$ cat src/cpu_mem_config.svh
//////////////////////////////////////////////////////////////
// memory side configuration: fetch queue, reset vector and
// the memory mapped I/O window
//////////////////////////////////////////////////////////////
`ifndef CPU_MEM_CONFIG_SVH
`define CPU_MEM_CONFIG_SVH

// instruction queue entries
`define IQ_DEPTH 4

// first fetch address after reset
`define RESET_PC 32'h0000_0000

// address bits 17:16 with this value select I/O
`define IO_REGION 2'b11

// byte output port
`define IO_OUT_ADDR 32'h0003_0000

`endif

$ cat src/cpu_mem_pkg.sv
//////////////////////////////////////////////////////////////
// shared types of the fetch and load/store memory path
//////////////////////////////////////////////////////////////
package cpu_mem_pkg;

    // byte address on the core side and on the memory bus
    typedef logic [31:0] addr_t;

    // load/store data word
    typedef logic [31:0] data_t;

    // instruction word
    typedef logic [31:0] inst_t;

    // one byte of the memory bus
    typedef logic [7:0] byte_t;

    // access length in bytes, 1 2 or 4
    typedef logic [2:0] len_t;

    // load/store kinds of RV32I
    typedef enum logic [2:0] {
        LB,
        LH,
        LW,
        LBU,
        LHU,
        SB,
        SH,
        SW
    } ls_op_e;

    // memory controller states
    typedef enum logic [1:0] {
        MC_IDLE,
        MC_DATA,
        MC_FETCH
    } mc_state_e;

endpackage

$ cat src/fetch_unit.sv
//////////////////////////////////////////////////////////////
// fetch_unit: sequential PC, instruction queue and redirect
//////////////////////////////////////////////////////////////
`timescale 1ns/10ps
`include "cpu_mem_config.svh"

module fetch_unit #(
    parameter int IQ_DEPTH = `IQ_DEPTH
) (
    input  logic               clk_in,
    input  logic               rst_n,
    input  logic               rdy_in,
    input  logic               jump_en,
    input  cpu_mem_pkg::addr_t jump_pc,
    input  logic               inst_rd,
    input  logic               if_done,
    input  cpu_mem_pkg::inst_t if_inst,
    output logic               if_req,
    output cpu_mem_pkg::addr_t if_addr,
    output cpu_mem_pkg::inst_t inst,
    output cpu_mem_pkg::addr_t inst_pc,
    output logic               inst_empty
);
    import cpu_mem_pkg::*;

    localparam int PTR_W = (IQ_DEPTH > 1) ? $clog2(IQ_DEPTH) : 1;
    localparam int CNT_W = $clog2(IQ_DEPTH + 1);

    inst_t            inst_mem [IQ_DEPTH];
    addr_t            pc_mem   [IQ_DEPTH];
    logic [PTR_W-1:0] head_q;
    logic [PTR_W-1:0] tail_q;
    logic [CNT_W-1:0] count_q;
    addr_t            pc_q;
    addr_t            req_addr_q;
    logic             req_q;
    logic             discard_q;
    logic             push;
    logic             pop;

    function automatic logic [PTR_W-1:0] ptr_inc(input logic [PTR_W-1:0] p);
        ptr_inc = (p == PTR_W'(IQ_DEPTH - 1)) ? '0 : p + 1'b1;
    endfunction

    // a word returned after a redirect belongs to the old path
    assign push = if_done && !discard_q && !jump_en;
    assign pop  = inst_rd && (count_q != '0) && !jump_en;

    always_ff @(posedge clk_in) begin
        if (!rst_n) begin
            head_q     <= '0;
            tail_q     <= '0;
            count_q    <= '0;
            pc_q       <= `RESET_PC;
            req_addr_q <= `RESET_PC;
            req_q      <= 1'b0;
            discard_q  <= 1'b0;
        end else if (rdy_in) begin
            if (jump_en) begin
                head_q    <= '0;
                tail_q    <= '0;
                count_q   <= '0;
                pc_q      <= jump_pc;
                discard_q <= req_q && !if_done;
            end else begin
                if (push) begin
                    tail_q <= ptr_inc(tail_q);
                    pc_q   <= req_addr_q + 32'd4;
                end
                if (pop) begin
                    head_q <= ptr_inc(head_q);
                end
                if (push != pop) begin
                    count_q <= push ? count_q + 1'b1 : count_q - 1'b1;
                end
                if (if_done) begin
                    discard_q <= 1'b0;
                end
            end
            // one request at a time, only with a free slot
            if (if_done) begin
                req_q <= 1'b0;
            end else if (!req_q && !jump_en && (count_q < CNT_W'(IQ_DEPTH))) begin
                req_q      <= 1'b1;
                req_addr_q <= pc_q;
            end
        end
    end

    always_ff @(posedge clk_in) begin
        if (rdy_in && push) begin
            inst_mem[tail_q] <= if_inst;
            pc_mem[tail_q]   <= req_addr_q;
        end
    end

    assign if_req     = req_q;
    assign if_addr    = req_addr_q;
    assign inst       = inst_mem[head_q];
    assign inst_pc    = pc_mem[head_q];
    assign inst_empty = (count_q == '0);

    // consumer never reads an empty queue
    a_no_rd_empty: assert property (@(posedge clk_in) disable iff (!rst_n)
        rdy_in && inst_rd |-> !inst_empty);

    // returned word always finds the slot held for it
    a_no_overflow: assert property (@(posedge clk_in) disable iff (!rst_n)
        rdy_in && push |-> count_q < CNT_W'(IQ_DEPTH));

endmodule

$ cat src/lsu.sv
//////////////////////////////////////////////////////////////
// lsu: holds one load/store, sizes it and extends load data
//////////////////////////////////////////////////////////////
`timescale 1ns/10ps

module lsu (
    input  logic                clk_in,
    input  logic                rst_n,
    input  logic                rdy_in,
    input  logic                ls_en,
    input  cpu_mem_pkg::ls_op_e ls_op,
    input  cpu_mem_pkg::addr_t  ls_addr,
    input  cpu_mem_pkg::data_t  ls_wdata,
    output logic                ls_busy,
    output logic                ls_done,
    output cpu_mem_pkg::data_t  ls_rdata,
    output logic                dc_req,
    output logic                dc_store,
    output cpu_mem_pkg::len_t   dc_len,
    output cpu_mem_pkg::addr_t  dc_addr,
    output cpu_mem_pkg::data_t  dc_wdata,
    input  logic                dc_done,
    input  cpu_mem_pkg::data_t  dc_rdata
);
    import cpu_mem_pkg::*;

    ls_op_e op_q;
    addr_t  addr_q;
    data_t  wdata_q;
    data_t  rdata_q;
    logic   busy_q;
    logic   done_q;
    data_t  load_ext;

    function automatic len_t op_len(input ls_op_e op);
        case (op)
            LB, LBU, SB: op_len = 3'd1;
            LH, LHU, SH: op_len = 3'd2;
            default:     op_len = 3'd4;
        endcase
    endfunction

    // result as seen by the core
    always_comb begin
        case (op_q)
            LB:      load_ext = {{24{dc_rdata[7]}}, dc_rdata[7:0]};
            LH:      load_ext = {{16{dc_rdata[15]}}, dc_rdata[15:0]};
            LW:      load_ext = dc_rdata;
            LBU:     load_ext = {24'd0, dc_rdata[7:0]};
            LHU:     load_ext = {16'd0, dc_rdata[15:0]};
            default: load_ext = '0;
        endcase
    end

    always_ff @(posedge clk_in) begin
        if (!rst_n) begin
            busy_q <= 1'b0;
            done_q <= 1'b0;
        end else if (rdy_in) begin
            done_q <= 1'b0;
            if (busy_q) begin
                if (dc_done) begin
                    busy_q <= 1'b0;
                    done_q <= 1'b1;
                end
            end else if (ls_en) begin
                busy_q <= 1'b1;
            end
        end
    end

    always_ff @(posedge clk_in) begin
        if (rdy_in) begin
            if (!busy_q && ls_en) begin
                op_q    <= ls_op;
                addr_q  <= ls_addr;
                wdata_q <= ls_wdata;
            end
            if (busy_q && dc_done) begin
                rdata_q <= load_ext;
            end
        end
    end

    assign ls_busy  = busy_q;
    assign ls_done  = done_q && rdy_in;
    assign ls_rdata = rdata_q;

    // request stays up until the controller answers
    assign dc_req   = busy_q;
    assign dc_store = (op_q == SB) || (op_q == SH) || (op_q == SW);
    assign dc_len   = op_len(op_q);
    assign dc_addr  = addr_q;
    assign dc_wdata = wdata_q;

    a_no_en_busy: assert property (@(posedge clk_in) disable iff (!rst_n)
        rdy_in && ls_en |-> !ls_busy);

    // halfwords on even addresses and words on multiples of 4
    a_aligned: assert property (@(posedge clk_in) disable iff (!rst_n)
        rdy_in && ls_en |-> (ls_addr[1:0] & 2'(op_len(ls_op) - 3'd1)) == 2'b00);

endmodule

$ cat src/mem_ctrl.sv
//////////////////////////////////////////////////////////////
// mem_ctrl: shares the byte-wide memory port between fetch
// and data, data first, little-endian byte assembly
//////////////////////////////////////////////////////////////
`timescale 1ns/10ps
`include "cpu_mem_config.svh"

module mem_ctrl (
    input  logic               clk_in,
    input  logic               rst_n,
    input  logic               rdy_in,
    input  logic               io_buffer_full,
    input  cpu_mem_pkg::byte_t mem_din,
    output cpu_mem_pkg::byte_t mem_dout,
    output cpu_mem_pkg::addr_t mem_a,
    output logic               mem_wr,
    input  logic               if_req,
    input  cpu_mem_pkg::addr_t if_addr,
    output logic               if_done,
    output cpu_mem_pkg::inst_t if_inst,
    input  logic               dc_req,
    input  logic               dc_store,
    input  cpu_mem_pkg::len_t  dc_len,
    input  cpu_mem_pkg::addr_t dc_addr,
    input  cpu_mem_pkg::data_t dc_wdata,
    output logic               dc_done,
    output cpu_mem_pkg::data_t dc_rdata
);
    import cpu_mem_pkg::*;

    mc_state_e  state_q;
    // cycles since acceptance, byte k is on the bus in cycle k
    len_t       cnt_q;
    len_t       len_q;
    logic       store_q;
    addr_t      addr_q;
    // write data on stores, read bytes land here on loads and fetches
    data_t      asm_q;
    logic       if_done_q;
    logic       dc_done_q;
    logic       io_stall;
    logic       step;
    logic       accept_dc;
    logic       accept_if;
    logic       finish;
    logic [1:0] rd_lane;

    // UART side cannot take the byte yet
    assign io_stall = (state_q == MC_DATA) && store_q &&
                      (addr_q[17:16] == `IO_REGION) && io_buffer_full;
    assign step     = rdy_in && !io_stall;

    // requester still holds req during its done cycle
    assign accept_dc = (state_q == MC_IDLE) && dc_req && !dc_done_q;
    assign accept_if = (state_q == MC_IDLE) && !accept_dc && if_req && !if_done_q;

    // reads need one extra cycle for the last byte to come back
    assign finish = (state_q != MC_IDLE) &&
                    (store_q ? (cnt_q == len_q - 3'd1) : (cnt_q == len_q));

    // byte on mem_din was addressed one cycle earlier
    assign rd_lane = cnt_q[1:0] - 2'd1;

    always_ff @(posedge clk_in) begin
        if (!rst_n) begin
            state_q   <= MC_IDLE;
            cnt_q     <= '0;
            store_q   <= 1'b0;
            addr_q    <= '0;
            if_done_q <= 1'b0;
            dc_done_q <= 1'b0;
        end else if (step) begin
            if_done_q <= 1'b0;
            dc_done_q <= 1'b0;
            case (state_q)
                MC_IDLE: begin
                    cnt_q <= '0;
                    if (accept_dc) begin
                        state_q <= MC_DATA;
                        store_q <= dc_store;
                        addr_q  <= dc_addr;
                    end else if (accept_if) begin
                        state_q <= MC_FETCH;
                        store_q <= 1'b0;
                        addr_q  <= if_addr;
                    end
                end
                default: begin
                    cnt_q <= cnt_q + 3'd1;
                    if (finish) begin
                        state_q   <= MC_IDLE;
                        store_q   <= 1'b0;
                        if_done_q <= (state_q == MC_FETCH);
                        dc_done_q <= (state_q == MC_DATA);
                    end else if (cnt_q < len_q - 3'd1) begin
                        addr_q <= addr_q + 32'd1;
                    end
                end
            endcase
        end
    end

    always_ff @(posedge clk_in) begin
        if (step) begin
            if (accept_dc) begin
                len_q <= dc_len;
                asm_q <= dc_store ? dc_wdata : '0;
            end else if (accept_if) begin
                len_q <= 3'd4;
                asm_q <= '0;
            end else if (state_q != MC_IDLE && !store_q && cnt_q != 3'd0) begin
                asm_q[{rd_lane, 3'b000} +: 8] <= mem_din;
            end
        end
    end

    assign mem_a    = addr_q;
    assign mem_dout = asm_q[{cnt_q[1:0], 3'b000} +: 8];
    assign mem_wr   = (state_q == MC_DATA) && store_q && step;

    // done pulses only show in running cycles
    assign if_done  = if_done_q && rdy_in;
    assign dc_done  = dc_done_q && rdy_in;
    assign if_inst  = asm_q;
    assign dc_rdata = asm_q;

    // a paused cycle writes nothing and moves no bus state
    a_no_wr_paused: assert property (@(posedge clk_in) disable iff (!rst_n)
        !rdy_in |-> !mem_wr ##1 ($stable(state_q) && $stable(cnt_q) && $stable(addr_q)));

endmodule

$ cat src/cpu_mem_top.sv
//////////////////////////////////////////////////////////////
// cpu_mem_top: fetch, load/store and memory controller
//////////////////////////////////////////////////////////////
`timescale 1ns/10ps

module cpu_mem_top (
    input  logic                clk_in,
    input  logic                rst_n,
    input  logic                rdy_in,
    input  cpu_mem_pkg::byte_t  mem_din,
    output cpu_mem_pkg::byte_t  mem_dout,
    output cpu_mem_pkg::addr_t  mem_a,
    output logic                mem_wr,
    input  logic                io_buffer_full,
    input  logic                jump_en,
    input  cpu_mem_pkg::addr_t  jump_pc,
    input  logic                inst_rd,
    output cpu_mem_pkg::inst_t  inst,
    output cpu_mem_pkg::addr_t  inst_pc,
    output logic                inst_empty,
    input  logic                ls_en,
    input  cpu_mem_pkg::ls_op_e ls_op,
    input  cpu_mem_pkg::addr_t  ls_addr,
    input  cpu_mem_pkg::data_t  ls_wdata,
    output logic                ls_busy,
    output logic                ls_done,
    output cpu_mem_pkg::data_t  ls_rdata
);
    import cpu_mem_pkg::*;

    // fetch side of the controller
    logic  if_req;
    addr_t if_addr;
    logic  if_done;
    inst_t if_inst;

    // data side of the controller
    logic  dc_req;
    logic  dc_store;
    len_t  dc_len;
    addr_t dc_addr;
    data_t dc_wdata;
    logic  dc_done;
    data_t dc_rdata;

    fetch_unit fetch_unit_inst (
        .clk_in     (clk_in),
        .rst_n      (rst_n),
        .rdy_in     (rdy_in),
        .jump_en    (jump_en),
        .jump_pc    (jump_pc),
        .inst_rd    (inst_rd),
        .if_done    (if_done),
        .if_inst    (if_inst),
        .if_req     (if_req),
        .if_addr    (if_addr),
        .inst       (inst),
        .inst_pc    (inst_pc),
        .inst_empty (inst_empty)
    );

    lsu lsu_inst (
        .clk_in   (clk_in),
        .rst_n    (rst_n),
        .rdy_in   (rdy_in),
        .ls_en    (ls_en),
        .ls_op    (ls_op),
        .ls_addr  (ls_addr),
        .ls_wdata (ls_wdata),
        .ls_busy  (ls_busy),
        .ls_done  (ls_done),
        .ls_rdata (ls_rdata),
        .dc_req   (dc_req),
        .dc_store (dc_store),
        .dc_len   (dc_len),
        .dc_addr  (dc_addr),
        .dc_wdata (dc_wdata),
        .dc_done  (dc_done),
        .dc_rdata (dc_rdata)
    );

    mem_ctrl mem_ctrl_inst (
        .clk_in         (clk_in),
        .rst_n          (rst_n),
        .rdy_in         (rdy_in),
        .io_buffer_full (io_buffer_full),
        .mem_din        (mem_din),
        .mem_dout       (mem_dout),
        .mem_a          (mem_a),
        .mem_wr         (mem_wr),
        .if_req         (if_req),
        .if_addr        (if_addr),
        .if_done        (if_done),
        .if_inst        (if_inst),
        .dc_req         (dc_req),
        .dc_store       (dc_store),
        .dc_len         (dc_len),
        .dc_addr        (dc_addr),
        .dc_wdata       (dc_wdata),
        .dc_done        (dc_done),
        .dc_rdata       (dc_rdata)
    );

endmodule

$ cat config.mk
export PLATFORM = sky130hd
export DESIGN_NAME = cpu_mem_top
export DESIGN_NICKNAME = d
export VERILOG_FILES = /design/src/cpu_mem_pkg.sv /design/src/fetch_unit.sv /design/src/lsu.sv /design/src/mem_ctrl.sv /design/src/cpu_mem_top.sv
export VERILOG_INCLUDE_DIRS = /design/src
export SDC_FILE = /design/constraint.sdc
export NUM_CORES = 1
export LEC_CHECK = 0
export BUFFER_PORTS_ARGS = -buffer_cell sky130_fd_sc_hd__buf_2
export CAP_MARGIN = 15
export CORE_ASPECT_RATIO = 2
export CORE_UTILIZATION = 45
export DETAILED_ROUTE_END_ITERATION = 10
export PLACE_DENSITY_LB_ADDON = 0.2
export RECOVER_POWER = 25
export SLEW_MARGIN = 10
export SYNTH_ARGS = -nofsm -noshare
export SYNTH_HDL_FRONTEND = slang
export SYNTH_HIERARCHICAL = 1
export SYNTH_SLANG_ARGS = --single-unit
$ cat constraint.sdc
create_clock -name clk_in -period 4 [get_ports clk_in]
set_input_delay 0 -clock clk_in [delete_from_list [all_inputs] [get_ports clk_in]]
set_output_delay 0 -clock clk_in [all_outputs]
set_load 0.02 [all_outputs]
==> metrics.md <==
| Metric | Value |
|---|---|
| Top cells by area, synth | edfxtp_1 (54%), dfxtp_1 (11%), mux4_2 (7.4%) |
| Maximum vdd ir drop | 0.000331 V |
| GRT Util Overall | 26.6% |
| Nets | 1972 |
| Drt drc | 0 |
| FFs w/ async S/R, synth | 0% |
| Cells after DPL | 2314 |
| Final Setup Violations | 0 |
| Via density | 5.89 |
| Chip Width | between 150 and 200 um |
| Num Clock Sinks | 507 |
| Largest net degree at the start of global routing | 69 |
| Hold Vio Cnt, Final | 0 |
| Pwr dens | ~430 nW/um2 |
| ANT nets after route | 0 |
| CTS Buf Count | 46 |
| Crit Path Max Fanout | 23 |
| Finished Cell Area | 26100 um2 |
| Cell variety after synth | 86 |
| Leakage | 9.06 nW |
| Fin crit period | just under 3000 ps |
| Ports | 254 |
| Cell count after synthesis | about 1.5k |
| Die Ht | 314 um |
| Startpoint types | register |
| Register bit total from synthesis | about 500 |
| WL final | 65000 um |
| MaxCap Viol Count | 0 |
| Commonest cells after routing, fill and taps aside | edfxtp_1 (390), buf_2 (233), nand2_1 (157) |
| H-tree depth | 2 |
| Initial antenna violation count | 1 |
| Critical path class | register to register |
| CTS tree | yes |
| Worst path cell trace | ha_1 -> nand4_1 -> o41a_1 -> a31o_2 -> nand2_1 -> o32ai_1 |
| Post-CTS resize count | 0 |
| RSZ-0062 raised after global routing | false |
| Syn Nets | 1671 |
| Drt pass-1 iters | 7 |
| Worst Skew | between 20 and 25 ps |
| Root Driver | clkbuf_16 |
| Vias in the first global route | 14.9k |
| WL per Instance | 25.9 um |
| Overflow after GRT | 0 |
| Layout cells sized above 1 | 24.3% |
| Setup Fix Bufs, Post-CTS | 0 |
| DRC marker count from the first detailed-route iteration | 1164 |
| Cell Rows | 113 |
| Tcrit/Tclk final | 74.5% |
| Slew margin rel. | 26.1% |
| CTS clk-pin slew, worst paths | about 70 ps |
| Hold buffers post-CTS | 110 |
| Port Buffers | 253 |
| Setup crit end kind | register |
| Hpwl dp | 44500 um |
| Post-synth EDFFs | approximately 400 |
| DR vias | 14.8k |
| Yosys warns | 6 |
| Most used DFF post-synth | edfxtp_1 |
| Critical Path RT | around 4500 ps |
| Critical path arrival | 3440 ps |
| Diode count | 0 |
| Placer Congestion | about 0.86 |
| Area leader, netlist | edfxtp_1 |
| Worst-Skew Late Latency | 570 ps |
| Peak Freq | 0.335 GHz |
| Sequential area share after synthesis | between 60 and 70% |
| R2R setup slack | 1020 ps |
| Total die area | 49500 um2 |
| Setup TNS Final | 0 ps |
| Setup WS pre-CTS | between 1000 and 1500 ps |
| CTS Buffer Depth | 3 |
| Initial Util | 45.8% |
| Area Overhead vs Synth | 19.2% |
| Delay-heaviest family, CP | compound AO/OA/AOI/OAI gates |
| Slowest CP cell | dfxtp_1 |
| Syn_area_per_cell | 14.2 um2 |
| Actual slew at the worst max-slew pin | roughly 1100 ps |
| Run status | finished clean |
| Crit path largest cell delay | 750 ps |
| Placed Area | approximately 23000 um2 |
| Max Transition Viols Final | 0 |
| Crit path buf inv count | 0 |
| Post-route worst setup slack | 1020 ps |
| Synthesized area | 21900 um2 |
| Core Box Area | 47800 um2 |
| Post-synth top area share | 53.6% |
| Worst Hold Class | primary input to register |
| Commonest non-fill, non-tap cell in the layout | edfxtp_1 |
| Fin cells | 2509 |
| First-pass GRT wire length | 94900 um |
## synth_stat cells, drive strengths merged, types with 17 or more instances
master and instances:
mux4 72, a211oi 23, dfxtp 117, o21ai 41, ha 17, nand3 21
inv 17, nand2 157, nor2 64, clkbuf 54, nand4 25, nor3 20
mux2i 33, a31oi 22, buf 83, xor2 20, a21oi 99, edfxtp 390
a22o 32
## layer usage
layer | up-vias | wire, um | share of wire, % | GRT usage [%]
met3 | 158 | 3630 | 5.6 | 3.38
met1 | 7388 | 22300 | 34 | 28.7
li1 | 6580 | - | - | -
met5 | - | 11 | 0.017 | 0
met4 | 2 | 4480 | 6.9 | 16.7
met2 | 654 | 34600 | 53 | 48.3
## flip-flops by register name, indices dropped and copies added, names as in the netlist, 3 cells and up, named ones only
signal,count
mem_ctrl_inst/cnt_q,3
lsu_inst/op_q,3
lsu_inst/dc_wdata,32
lsu_inst/dc_addr,32
fetch_unit_inst/pc_mem,128
fetch_unit_inst/if_addr,32
fetch_unit_inst/count_q,3
lsu_inst/ls_rdata,32
mem_ctrl_inst/dc_rdata,32
fetch_unit_inst/pc_q,32
mem_ctrl_inst/len_q,3
fetch_unit_inst/inst_mem,128
mem_ctrl_inst/mem_a,32
## report_power, final
part           switching [mW]  internal [mW]
clock                    1.97           2.58
sequential              0.150           5.78
combinational           0.501          0.332
## cell type report
| cell class | instances | area (um2) |
|---|---|---|
| fill | 4084 | 21700 |
| timing repair buffer | 390 | 2600 |
| clock inverter | 28 | 317 |
| tap | 632 | 791 |
| multi-input combinational | 879 | 7000 |
| clock buffer | 56 | 1220 |
| sequential | 507 | 14100 |
| inverter | 17 | 63.8 |
## cells by family after synthesis
family	count (synthesis)	share of synthesized area, %
buf+inv	154	3.90
simple gates	381	9.67
compound gates	338	10.6
flops	507	64.3
xor+xnor	31	1.24
fa+ha+maj	17	0.973
mux	112	9.29
## per-stage QoR
stage	hold slack (ps)	total power [mW]	utilization [%]
6_report	141	11.3	54.5
5_1_grt	131	11.6	54.5
4_1_cts	105	11.4	54.5
3_5_place_dp	178	6.79	49.0
3_3_place_gp	177	6.78	49.0
2_1_floorplan	98.9	6.50	-
## path summary, 6_finish.rpt
path                            from                    endpoint  depth (start not counted)
min                       ls_addr[1]         lsu_inst/dc_addr[1]                          2
min reg2reg  fetch_unit_inst/pc_q[1]  fetch_unit_inst/if_addr[1]                          2
max reg2reg   mem_ctrl_inst/cnt_q[1]     mem_ctrl_inst/mem_a[25]                          6
max           mem_ctrl_inst/cnt_q[1]     mem_ctrl_inst/mem_a[25]                          6
Note: power is estimated with default switching activity, not from simulation.
